### src/fetch_pkg.sv
// Shared definitions for the instruction-fetch front end
// Widths, reset vector, cache geometry, channel structs, FSM state enums

package fetch_pkg;

  // Address and instruction word width
  localparam int unsigned XLEN = 32;

  // Line geometry
  localparam int unsigned LINE_WORDS = 4;
  localparam int unsigned LINE_BYTES = LINE_WORDS * (XLEN / 8);
  localparam int unsigned LINE_W     = LINE_WORDS * XLEN;

  // Direct-mapped cache geometry
  localparam int unsigned ICACHE_SETS = 16;
  localparam int unsigned INDEX_W     = $clog2(ICACHE_SETS);
  // Byte offset inside a line
  localparam int unsigned OFFSET_W    = $clog2(LINE_BYTES);
  localparam int unsigned TAG_W       = XLEN - INDEX_W - OFFSET_W;

  // Word select and byte offset inside one word
  localparam int unsigned WORD_SEL_W = $clog2(LINE_WORDS);
  localparam int unsigned BYTE_OFF_W = $clog2(XLEN / 8);
  localparam logic [WORD_SEL_W-1:0] LAST_WORD = WORD_SEL_W'(LINE_WORDS - 1);

  // First fetch address after reset
  localparam logic [XLEN-1:0] RESET_PC = 32'h0000_1000;

  // Fetched line, word i sits at line_data[i*XLEN +: XLEN]
  typedef struct packed {
    logic [XLEN-1:0]   line_addr;
    logic [LINE_W-1:0] line_data;
  } icache_out_t;

  // Refill read toward main memory
  typedef struct packed {
    logic [XLEN-1:0] addr;
  } mem_req_t;

  // Cache interface controller states
  typedef enum logic [1:0] {
    RESET,
    WAIT_REQ,
    ADDR_BUSY,
    WAIT_DATA
  } ifc_state_e;

  // Cache lookup and refill states
  typedef enum logic [2:0] {
    IDLE,
    LOOKUP,
    REFILL_REQ,
    REFILL_WAIT,
    RESPOND
  } refill_state_e;

endpackage

### src/pc_gen.sv
// Fetch program counter with flush redirect
// One-entry line buffer toward decode, valid/ready

`timescale 1ns/1ps

module pc_gen (
  input  logic                   clk_i,
  input  logic                   rst_n_i,
  input  logic                   flush_i,
  input  logic [fetch_pkg::XLEN-1:0] redirect_pc_i,
  output logic [fetch_pkg::XLEN-1:0] pc_o,
  output logic                   read_req_o,
  input  fetch_pkg::icache_out_t cache_out_i,
  input  logic                   read_done_i,
  output fetch_pkg::icache_out_t line_o,
  output logic                   line_valid_o,
  input  logic                   line_ready_i
);

  logic [fetch_pkg::XLEN-1:0] pc_q;
  logic                   started_q;
  logic                   in_flight_q;
  logic                   buf_valid_q;
  fetch_pkg::icache_out_t buf_q;
  logic                   buf_free;

  // Buffer can take a line if empty or drained this cycle
  assign buf_free = !buf_valid_q || line_ready_i;

  // At most one fetch in flight and none in the flush cycle
  assign read_req_o   = started_q && !in_flight_q && buf_free && !flush_i;
  assign pc_o         = pc_q;
  assign line_o       = buf_q;
  assign line_valid_o = buf_valid_q;

  always_ff @(posedge clk_i or negedge rst_n_i) begin
    if (!rst_n_i) begin
      pc_q        <= fetch_pkg::RESET_PC;
      started_q   <= 1'b0;
      in_flight_q <= 1'b0;
      buf_valid_q <= 1'b0;
    end else begin
      // Controller leaves its reset state one cycle after us
      started_q <= 1'b1;
      if (flush_i) begin
        // Restart at the line holding the target
        pc_q        <= {redirect_pc_i[fetch_pkg::XLEN-1:fetch_pkg::OFFSET_W],
                        {fetch_pkg::OFFSET_W{1'b0}}};
        in_flight_q <= 1'b0;
        buf_valid_q <= 1'b0;
      end else begin
        if (read_done_i) begin
          pc_q        <= pc_q + fetch_pkg::LINE_BYTES;
          in_flight_q <= 1'b0;
        end else if (read_req_o) begin
          in_flight_q <= 1'b1;
        end
        // Fill on completion and empty on decode accept
        if (read_done_i) begin
          buf_valid_q <= 1'b1;
        end else if (line_ready_i) begin
          buf_valid_q <= 1'b0;
        end
      end
    end
  end

  // Line payload
  always_ff @(posedge clk_i) begin
    if (read_done_i && !flush_i) begin
      buf_q <= cache_out_i;
    end
  end

  // Buffer is empty in the cycle after a request goes out
  a_req_room: assert property (@(posedge clk_i) disable iff (!rst_n_i)
    read_req_o |=> !buf_valid_q);

  // Completion from the controller never lands on a held line
  a_done_empty: assert property (@(posedge clk_i) disable iff (!rst_n_i)
    (read_done_i && !flush_i) |-> !buf_valid_q);

endmodule

### src/icache_ifc.sv
// Cache interface controller
// Turns a one-cycle read request into address and data handshakes

`timescale 1ns/1ps

module icache_ifc (
  input  logic                   clk_i,
  input  logic                   rst_n_i,
  input  logic                   flush_i,
  // Fetch stage side
  input  logic [fetch_pkg::XLEN-1:0] pc_i,
  input  logic                   read_req_i,
  output fetch_pkg::icache_out_t cache_out_o,
  output logic                   read_done_o,
  // Cache side
  output logic [fetch_pkg::XLEN-1:0] addr_o,
  output logic                   addr_valid_o,
  input  logic                   addr_ready_i,
  input  fetch_pkg::icache_out_t data_i,
  input  logic                   data_valid_i,
  output logic                   data_ready_o
);

  fetch_pkg::ifc_state_e state_q, state_d;
  logic [fetch_pkg::XLEN-1:0] saved_pc;
  logic                   addr_sel;

  // Request pc kept for retries from ADDR_BUSY
  always_ff @(posedge clk_i) begin
    if (read_req_i) begin
      saved_pc <= pc_i;
    end
  end

  assign addr_o      = addr_sel ? saved_pc : pc_i;
  // Line passes straight through
  assign cache_out_o = data_i;

  always_ff @(posedge clk_i or negedge rst_n_i) begin
    if (!rst_n_i) begin
      state_q <= fetch_pkg::RESET;
    end else if (flush_i) begin
      state_q <= fetch_pkg::WAIT_REQ;
    end else begin
      state_q <= state_d;
    end
  end

  // Next state
  always_comb begin
    state_d = state_q;
    case (state_q)
      fetch_pkg::RESET: begin
        state_d = fetch_pkg::WAIT_REQ;
      end
      fetch_pkg::WAIT_REQ: begin
        if (read_req_i) begin
          state_d = addr_ready_i ? fetch_pkg::WAIT_DATA : fetch_pkg::ADDR_BUSY;
        end
      end
      // Retry refused address
      fetch_pkg::ADDR_BUSY: begin
        if (addr_ready_i) begin
          state_d = fetch_pkg::WAIT_DATA;
        end
      end
      fetch_pkg::WAIT_DATA: begin
        if (data_valid_i) begin
          if (!read_req_i) begin
            state_d = fetch_pkg::WAIT_REQ;
          end else begin
            // Back-to-back request
            state_d = addr_ready_i ? fetch_pkg::WAIT_DATA : fetch_pkg::ADDR_BUSY;
          end
        end
      end
      default: begin
        state_d = fetch_pkg::RESET;
      end
    endcase
  end

  // Outputs
  always_comb begin
    addr_valid_o = 1'b0;
    data_ready_o = 1'b0;
    read_done_o  = 1'b0;
    addr_sel     = 1'b0;
    case (state_q)
      fetch_pkg::WAIT_REQ: begin
        // Address goes out with the request
        addr_valid_o = read_req_i;
      end
      fetch_pkg::ADDR_BUSY: begin
        addr_valid_o = 1'b1;
        addr_sel     = 1'b1;
      end
      fetch_pkg::WAIT_DATA: begin
        data_ready_o = 1'b1;
        read_done_o  = data_valid_i;
        addr_valid_o = data_valid_i && read_req_i;
      end
      default: begin
        addr_valid_o = 1'b0;
      end
    endcase
  end

  // Refused address held until the cache takes it
  a_addr_hold: assert property (@(posedge clk_i) disable iff (!rst_n_i || flush_i)
    (addr_valid_o && !addr_ready_i) |=> (addr_valid_o && $stable(addr_o)));

endmodule

### src/icache.sv
// Direct-mapped read-only instruction cache
// Tag/valid/data arrays, one-cycle hit path, line refill FSM on the memory port

`timescale 1ns/1ps

module icache (
  input  logic                   clk_i,
  input  logic                   rst_n_i,
  input  logic                   flush_i,
  // Address channel
  input  logic [fetch_pkg::XLEN-1:0] addr_i,
  input  logic                   addr_valid_i,
  output logic                   addr_ready_o,
  // Data channel
  output fetch_pkg::icache_out_t data_o,
  output logic                   data_valid_o,
  input  logic                   data_ready_i,
  // Memory port
  output fetch_pkg::mem_req_t    mem_req_o,
  output logic                   mem_req_valid_o,
  input  logic                   mem_req_ready_i,
  input  logic [fetch_pkg::XLEN-1:0] mem_rsp_i,
  input  logic                   mem_rsp_valid_i
);

  fetch_pkg::refill_state_e state_q, state_d;

  // Arrays
  logic [fetch_pkg::TAG_W-1:0]  tag_arr  [fetch_pkg::ICACHE_SETS];
  logic [fetch_pkg::LINE_W-1:0] data_arr [fetch_pkg::ICACHE_SETS];
  logic [fetch_pkg::ICACHE_SETS-1:0] valid_q;

  // Request and refill bookkeeping
  logic [fetch_pkg::XLEN-1:0]       req_addr_q;
  logic [fetch_pkg::LINE_W-1:0]     refill_buf;
  logic [fetch_pkg::WORD_SEL_W-1:0] word_cnt_q;
  logic                             drop_q;

  logic [fetch_pkg::TAG_W-1:0]   req_tag;
  logic [fetch_pkg::INDEX_W-1:0] req_idx;
  logic                          hit;
  logic                          rsp_take;
  logic                          fill_done;

  // Address split
  assign req_tag = req_addr_q[fetch_pkg::XLEN-1 -: fetch_pkg::TAG_W];
  assign req_idx = req_addr_q[fetch_pkg::OFFSET_W +: fetch_pkg::INDEX_W];
  assign hit     = valid_q[req_idx] && (tag_arr[req_idx] == req_tag);

  assign rsp_take  = (state_q == fetch_pkg::REFILL_WAIT) && mem_rsp_valid_i;
  assign fill_done = rsp_take && (word_cnt_q == fetch_pkg::LAST_WORD);

  // Array read at the registered index, stable across LOOKUP and RESPOND
  assign data_o.line_addr = {req_addr_q[fetch_pkg::XLEN-1:fetch_pkg::OFFSET_W],
                             {fetch_pkg::OFFSET_W{1'b0}}};
  assign data_o.line_data = data_arr[req_idx];

  assign addr_ready_o    = (state_q == fetch_pkg::IDLE);
  assign data_valid_o    = ((state_q == fetch_pkg::LOOKUP) && hit) ||
                           (state_q == fetch_pkg::RESPOND);
  assign mem_req_valid_o = (state_q == fetch_pkg::REFILL_REQ);
  // Word address inside the missing line
  assign mem_req_o.addr  = {req_addr_q[fetch_pkg::XLEN-1:fetch_pkg::OFFSET_W],
                            word_cnt_q, {fetch_pkg::BYTE_OFF_W{1'b0}}};

  // Next state
  always_comb begin
    state_d = state_q;
    case (state_q)
      fetch_pkg::IDLE: begin
        // Address in a flush cycle is ignored
        if (addr_valid_i && !flush_i) begin
          state_d = fetch_pkg::LOOKUP;
        end
      end
      fetch_pkg::LOOKUP: begin
        if (flush_i) begin
          state_d = fetch_pkg::IDLE;
        end else if (hit) begin
          state_d = data_ready_i ? fetch_pkg::IDLE : fetch_pkg::RESPOND;
        end else begin
          state_d = fetch_pkg::REFILL_REQ;
        end
      end
      fetch_pkg::REFILL_REQ: begin
        if (mem_req_ready_i) begin
          state_d = fetch_pkg::REFILL_WAIT;
        end
      end
      fetch_pkg::REFILL_WAIT: begin
        if (fill_done) begin
          // Flushed refill still lands in the arrays, no response
          state_d = (drop_q || flush_i) ? fetch_pkg::IDLE : fetch_pkg::RESPOND;
        end else if (rsp_take) begin
          state_d = fetch_pkg::REFILL_REQ;
        end
      end
      fetch_pkg::RESPOND: begin
        if (flush_i || data_ready_i) begin
          state_d = fetch_pkg::IDLE;
        end
      end
      default: begin
        state_d = fetch_pkg::IDLE;
      end
    endcase
  end

  always_ff @(posedge clk_i or negedge rst_n_i) begin
    if (!rst_n_i) begin
      state_q    <= fetch_pkg::IDLE;
      valid_q    <= '0;
      word_cnt_q <= '0;
      drop_q     <= 1'b0;
    end else begin
      state_q <= state_d;
      if (state_q == fetch_pkg::LOOKUP) begin
        word_cnt_q <= '0;
      end else if (rsp_take) begin
        word_cnt_q <= word_cnt_q + 1'b1;
      end
      // Flush only survives inside a refill
      if (state_d == fetch_pkg::IDLE) begin
        drop_q <= 1'b0;
      end else if (flush_i) begin
        drop_q <= 1'b1;
      end
      if (fill_done) begin
        valid_q[req_idx] <= 1'b1;
      end
    end
  end

  // Payload, arrays and refill words
  always_ff @(posedge clk_i) begin
    if (addr_valid_i && addr_ready_o) begin
      req_addr_q <= addr_i;
    end
    if (rsp_take) begin
      refill_buf[word_cnt_q*fetch_pkg::XLEN +: fetch_pkg::XLEN] <= mem_rsp_i;
    end
    // Last word goes straight into the top slot
    if (fill_done) begin
      tag_arr[req_idx]  <= req_tag;
      data_arr[req_idx] <= {mem_rsp_i,
                            refill_buf[fetch_pkg::LINE_W-fetch_pkg::XLEN-1:0]};
    end
  end

  // Offered line held until taken
  a_data_hold: assert property (@(posedge clk_i) disable iff (!rst_n_i || flush_i)
    (data_valid_o && !data_ready_i) |=> (data_valid_o && $stable(data_o)));

endmodule

### src/fetch_top.sv
// Instruction-fetch front end top level
// pc_gen -> icache_ifc -> icache, decode port and memory port

`timescale 1ns/1ps

module fetch_top (
  input  logic                   clk_i,
  input  logic                   rst_n_i,
  input  logic                   flush_i,
  input  logic [fetch_pkg::XLEN-1:0] redirect_pc_i,
  // Decode side
  output fetch_pkg::icache_out_t line_o,
  output logic                   line_valid_o,
  input  logic                   line_ready_i,
  // Memory side
  output fetch_pkg::mem_req_t    mem_req_o,
  output logic                   mem_req_valid_o,
  input  logic                   mem_req_ready_i,
  input  logic [fetch_pkg::XLEN-1:0] mem_rsp_i,
  input  logic                   mem_rsp_valid_i
);

  // Fetch stage to controller
  logic [fetch_pkg::XLEN-1:0] fetch_pc;
  logic                   read_req;
  fetch_pkg::icache_out_t ifc_line;
  logic                   read_done;

  // Controller to cache
  logic [fetch_pkg::XLEN-1:0] cache_addr;
  logic                   addr_valid;
  logic                   addr_ready;
  fetch_pkg::icache_out_t cache_line;
  logic                   data_valid;
  logic                   data_ready;

  pc_gen u_pc_gen (
    .clk_i         (clk_i),
    .rst_n_i       (rst_n_i),
    .flush_i       (flush_i),
    .redirect_pc_i (redirect_pc_i),
    .pc_o          (fetch_pc),
    .read_req_o    (read_req),
    .cache_out_i   (ifc_line),
    .read_done_i   (read_done),
    .line_o        (line_o),
    .line_valid_o  (line_valid_o),
    .line_ready_i  (line_ready_i)
  );

  icache_ifc u_icache_ifc (
    .clk_i        (clk_i),
    .rst_n_i      (rst_n_i),
    .flush_i      (flush_i),
    .pc_i         (fetch_pc),
    .read_req_i   (read_req),
    .cache_out_o  (ifc_line),
    .read_done_o  (read_done),
    .addr_o       (cache_addr),
    .addr_valid_o (addr_valid),
    .addr_ready_i (addr_ready),
    .data_i       (cache_line),
    .data_valid_i (data_valid),
    .data_ready_o (data_ready)
  );

  icache u_icache (
    .clk_i           (clk_i),
    .rst_n_i         (rst_n_i),
    .flush_i         (flush_i),
    .addr_i          (cache_addr),
    .addr_valid_i    (addr_valid),
    .addr_ready_o    (addr_ready),
    .data_o          (cache_line),
    .data_valid_o    (data_valid),
    .data_ready_i    (data_ready),
    .mem_req_o       (mem_req_o),
    .mem_req_valid_o (mem_req_valid_o),
    .mem_req_ready_i (mem_req_ready_i),
    .mem_rsp_i       (mem_rsp_i),
    .mem_rsp_valid_i (mem_rsp_valid_i)
  );

endmodule

### config.mk
export PLATFORM = sky130hd
export DESIGN_NAME = fetch_top
export DESIGN_NICKNAME = d
export VERILOG_FILES = /design/src/fetch_pkg.sv /design/src/pc_gen.sv /design/src/icache_ifc.sv /design/src/icache.sv /design/src/fetch_top.sv
export SDC_FILE = /design/constraint.sdc
export NUM_CORES = 2
export LEC_CHECK = 0
export BUFFER_PORTS_ARGS = -buffer_cell sky130_fd_sc_hd__buf_2
export CAP_MARGIN = 20
export CORE_ASPECT_RATIO = 2
export CORE_MARGIN = 5
export CORE_UTILIZATION = 55
export CTS_BUF_LIST = sky130_fd_sc_hd__clkbuf_16
export DETAILED_ROUTE_END_ITERATION = 7
export PLACE_DENSITY = 0.74
export SYNTH_ARGS = -nofsm -noshare
export SYNTH_HDL_FRONTEND = slang
export SYNTH_SLANG_ARGS = --single-unit
### constraint.sdc
create_clock -name clk_i -period 16.2 [get_ports clk_i]
set_clock_uncertainty 0.1 [all_clocks]
set_input_delay 2.43 -clock clk_i [delete_from_list [all_inputs] [get_ports clk_i]]
set_output_delay 2.43 -clock clk_i [all_outputs]
set_load 0.01 [all_outputs]
==> results.py <==
metrics = {
    "yosys": {
        "synth_edf_count": 2740,
        "synthArstFlopShare_pct": 1.96,
        "synth_ff_type": "edfxtp_1",
        "yosys-top-cells-area": "edfxtp_1 (78%), mux4_2 (15%), dfrtp_1 (1.3%)",
        "yosysTopAreaCell": "edfxtp_1",
        "yosysTopAreaCellShare_pct": 78.3,
        "yosys_warnings": 0,
        "yosys.cell_types.count": 60,
        "synth.avg_cell_area_um2": 24.1,
        "syn_area_mm2": 0.105,
        "netlist_instances": 4361,
        "ys_seq_area_share_pct": 79.7,
        "synth.ff_latch_count": 2799,
    },
    "critical_path": {
        "crit_path_end": "u_pc_gen.line_o[121]$_DFFE_PP_",
        "end_kind": "flop",
        "ff2ff_setup_slack_ns": 9.44,
        "criticalPathCategory": "reg2reg",
        "arrival_ns": 7.14,
        "critPathLaunchType": "flop",
        "rr_endpoint": "u_pc_gen.line_o[121]$_DFFE_PP_",
        "path_max_fanout": 63,
        "reg2reg_depth": 12,
        "required_ns": 16.58,
    },
    "detailed_routing": {
        "viasPerCell": 6.61,
        "dr_total_vias": 49307,
        "drtIter0Drc": 7335,
        "avgRoutedWirePerCell_um": 34.2,
        "antenna_left": 0,
        "drt-total-wl_mm": 255,
        "firstDrtPassIters": 7,
        "drc": 0,
    },
    "pwr": {
        "p_int_w": 0.0115,
        "p_seq_share_pct": 57.0,
        "sw_frac_of_total_pct": 20.8,
        "p_leak_nw": 37.2,
        "finalPower_w": 0.0145,
        "clock_power_share_pct": 39.4,
        "p_per_area_mw_per_mm2": 124,
        "ir_worst_vdd_mv": 0.139,
        "power_switching_w": 0.00302,
        "combPwrFrac_pct": 3.6,
    },
    "hold_path": {
        "hold_class": "reg2reg",
    },
    "final_layout": {
        "fillers": 12243,
        "drive_above_1_share_pct": 30.7,
        "layout-area-overhead-vs-synth_pct": 11.8,
        "layout.nets": 4819,
        "stdcell_area_mm2": 0.118,
        "final_util_pct": 61.7,
    },
    "timing": {
        "layout_min_cycle_time_ns": 6.76,
        "final-max-slew-violation-count": 0,
        "setup_slack_ns": 9.44,
        "setup_viol": 0,
        "rsz0062_at_grt": "no",
        "min_period_over_period_pct": 41.7,
        "worst_pin_slew_ns": 1.16,
        "fmax_mhz": 148,
        "setup_tns_ns": 0,
        "max_slew_margin_pct": 22.7,
        "hold_viol": 0,
    },
    "grt": {
        "antenna_found_initial": 31,
        "grt_pass1_vias": 50375,
        "grt_pass1_wl_mm": 363,
        "grt_max_degree": 161,
        "grt_util_all_layers_pct": 24.8,
        "gr-total-overflow": 0,
    },
    "placed_design": {
        "gp_congestion": 0.806,
        "pre_cts_ws_ns": 9.45,
        "place_hpwl_mm": 123,
        "port_buffers": 253,
        "place_area_mm2": 0.110,
    },
    "outcome": {
        "status": "finished clean",
    },
    "die": {
        "die_w_um": 319,
        "start_util_pct": 55.2,
        "die_area_mm2": 0.201,
        "rows": 227,
        "io_pins": 264,
        "die_height_um": 628,
        "coreArea_mm2": 0.191,
    },
    "clock_network": {
        "clock_latency_ns": 0.86,
        "h-tree-depth": 4,
        "cts_buffers": 228,
        "holdBufCountCts": 0,
        "cts_sinks": 2799,
        "cts.clk_slew.worst_paths_ns": 0.07,
        "cts_tree": "yes",
        "root_buffer": "clkbuf_16",
        "postCtsSetupRepairBufs": 0,
        "clock_path_buffers": 4,
        "cts_resized": 0,
    },
    "job": {
        "maxCapViolCount": 0,
    },
}
cells in the final DEF, fill, tap and decap left out, types with 11 or more instances in the layout:
cell type / n
mux4_2: 708
nand2_1: 25
nor2_4: 12
and2_1: 103
xor2_1: 15
clkinvlp_4: 20
o31ai_1: 16
nor2b_1: 13
clkinv_2: 53
o21ai_1: 15
bufinv_16: 38
inv_1: 27
or2_2: 16
clkbuf_16: 230
clkinv_1: 39
or3_1: 17
a31oi_1: 29
and3_1: 15
diode_2: 18
dfrtp_1: 54
mux2i_1: 99
a22oi_1: 22
edfxtp_1: 2740
nand3_1: 14
buf_2: 253
or4_1: 16
buf_12: 11
nor2_1: 49
a21oi_1: 14
mux2_2: 34
buf_4: 97
xnor2_1: 12
metrics by stage:
step / cells / hold slack, ns
floorplan: 4366 / 0.334
global placement: 7028 / 0.346
detailed placement: 7029 / 0.351
CTS: 7442 / 0.368
global route: 7446 / 0.382
finish: 7463 / 0.369
worst max-delay path: stages (launching register included):
cell and delay (ns):
dfxtp_4 0.87, buf_4 0.78, mux4_2 0.60, mux2i_1 0.19, xnor2_1 0.10, nor4b_1 0.58
o2111a_1 0.40, and3_1 0.24, a41oi_4 0.11, buf_4 0.34, nor3_2 0.26, buf_4 0.77
buf_4 0.77
sequential cells by signal, summed over array words and instances, names as in the netlist, 16 cells and up, named ones only:
signal                 cells
u_icache.data_arr       2048
u_icache.tag_arr         384
u_pc_gen.line_o          156
u_icache.refill_buf       96
u_icache.req_addr_q       28
u_icache_ifc.saved_pc     28
u_pc_gen.pc_o             28
u_icache.valid_q          16
metal layers:
layer / track usage (%) / share of wire [%] / wire, um / vias to the layer above
met2: 42.5 / 52 / 132000 / 3308
li1: - / - / - / 19325
met5: 0 / 0.029 / 74 / -
met3: 3.87 / 9.5 / 24100 / 432
met4: 6.67 / 2.7 / 6850 / 12
met1: 34.1 / 36 / 91500 / 26230
area by class of cell:
type                       instances  area [um2]  share of cell area (%)
antenna                           18        45.0                  0.0383
inverter                           7        26.3                  0.0224
clock inverter                   183        1910                    1.62
clock buffer                     230        5760                    4.90
multi-input combinational       1342       20600                    17.5
tap                             2519        3150                    2.68
sequential                      2799       83700                    71.2
timing repair buffer             365        2320                    1.98
cells in the mapped netlist, types with 14 or more instances:
cell type / n
o21ai_1: 15
a21oi_1: 14
or3_1: 17
a22oi_1: 22
nand2_1: 25
buf_4: 15
nor2b_1: 14
mux2_2: 34
xor2_1: 15
buf_2: 18
dfrtp_1: 54
buf_1: 33
and2_1: 106
or4_1: 16
or2_2: 16
nand3_1: 14
o31ai_1: 16
and3_1: 15
mux2i_1: 99
edfxtp_1: 2740
clkbuf_1: 146
a31oi_1: 29
mux4_2: 708
nor2_1: 61
how the worst min path moves through the flow:
| stage | start | end | slack [ns] | cells after the start |
|---|---|---|---|---|
| final | u_icache.valid_q[10]$_DFFE_PN0P_ | u_icache.valid_q[10]$_DFFE_PN0P_ | 0.37 | 1 |
| after global routing | u_icache.valid_q[3]$_DFFE_PN0P_ | u_icache.valid_q[3]$_DFFE_PN0P_ | 0.38 | 1 |
| after CTS | u_icache.valid_q[7]$_DFFE_PN0P_ | u_icache.valid_q[7]$_DFFE_PN0P_ | 0.37 | 1 |
| after detailed placement | u_icache.valid_q[7]$_DFFE_PN0P_ | u_icache.valid_q[7]$_DFFE_PN0P_ | 0.35 | 1 |
| after global placement | u_icache.valid_q[15]$_DFFE_PN0P_ | u_icache.valid_q[15]$_DFFE_PN0P_ | 0.35 | 1 |
| after floorplan | u_icache.valid_q[10]$_DFFE_PN0P_ | u_icache.valid_q[10]$_DFFE_PN0P_ | 0.33 | 1 |
kinds of logic (layout without fill, tap and decap cells):
kind of cell,Yosys count,after routing,synth area share (%)
adder cells (fa/ha/maj),6,6,0.0714
multiplexers,842,842,16.5
other,2,25,0.00714
AO/OA/AOI/OAI,132,132,0.878
buffers and inverters,225,785,0.915
XOR/XNOR,27,27,0.225
AND/OR/NAND/NOR,328,328,1.77
flip-flops,2799,2799,79.7
power groups by stage:
stage	Clock (W)	Combinational, W	Sequential, W
after detailed placement	0	0.000520	0.00843
final	0.00573	0.000527	0.00828
after global routing	0.00611	0.000556	0.00829
after CTS	0.00578	0.000528	0.00828
after global placement	0	0.000510	0.00841
after floorplan	0	0.000301	0.00838
Note: power is estimated with default switching activity, not from simulation.
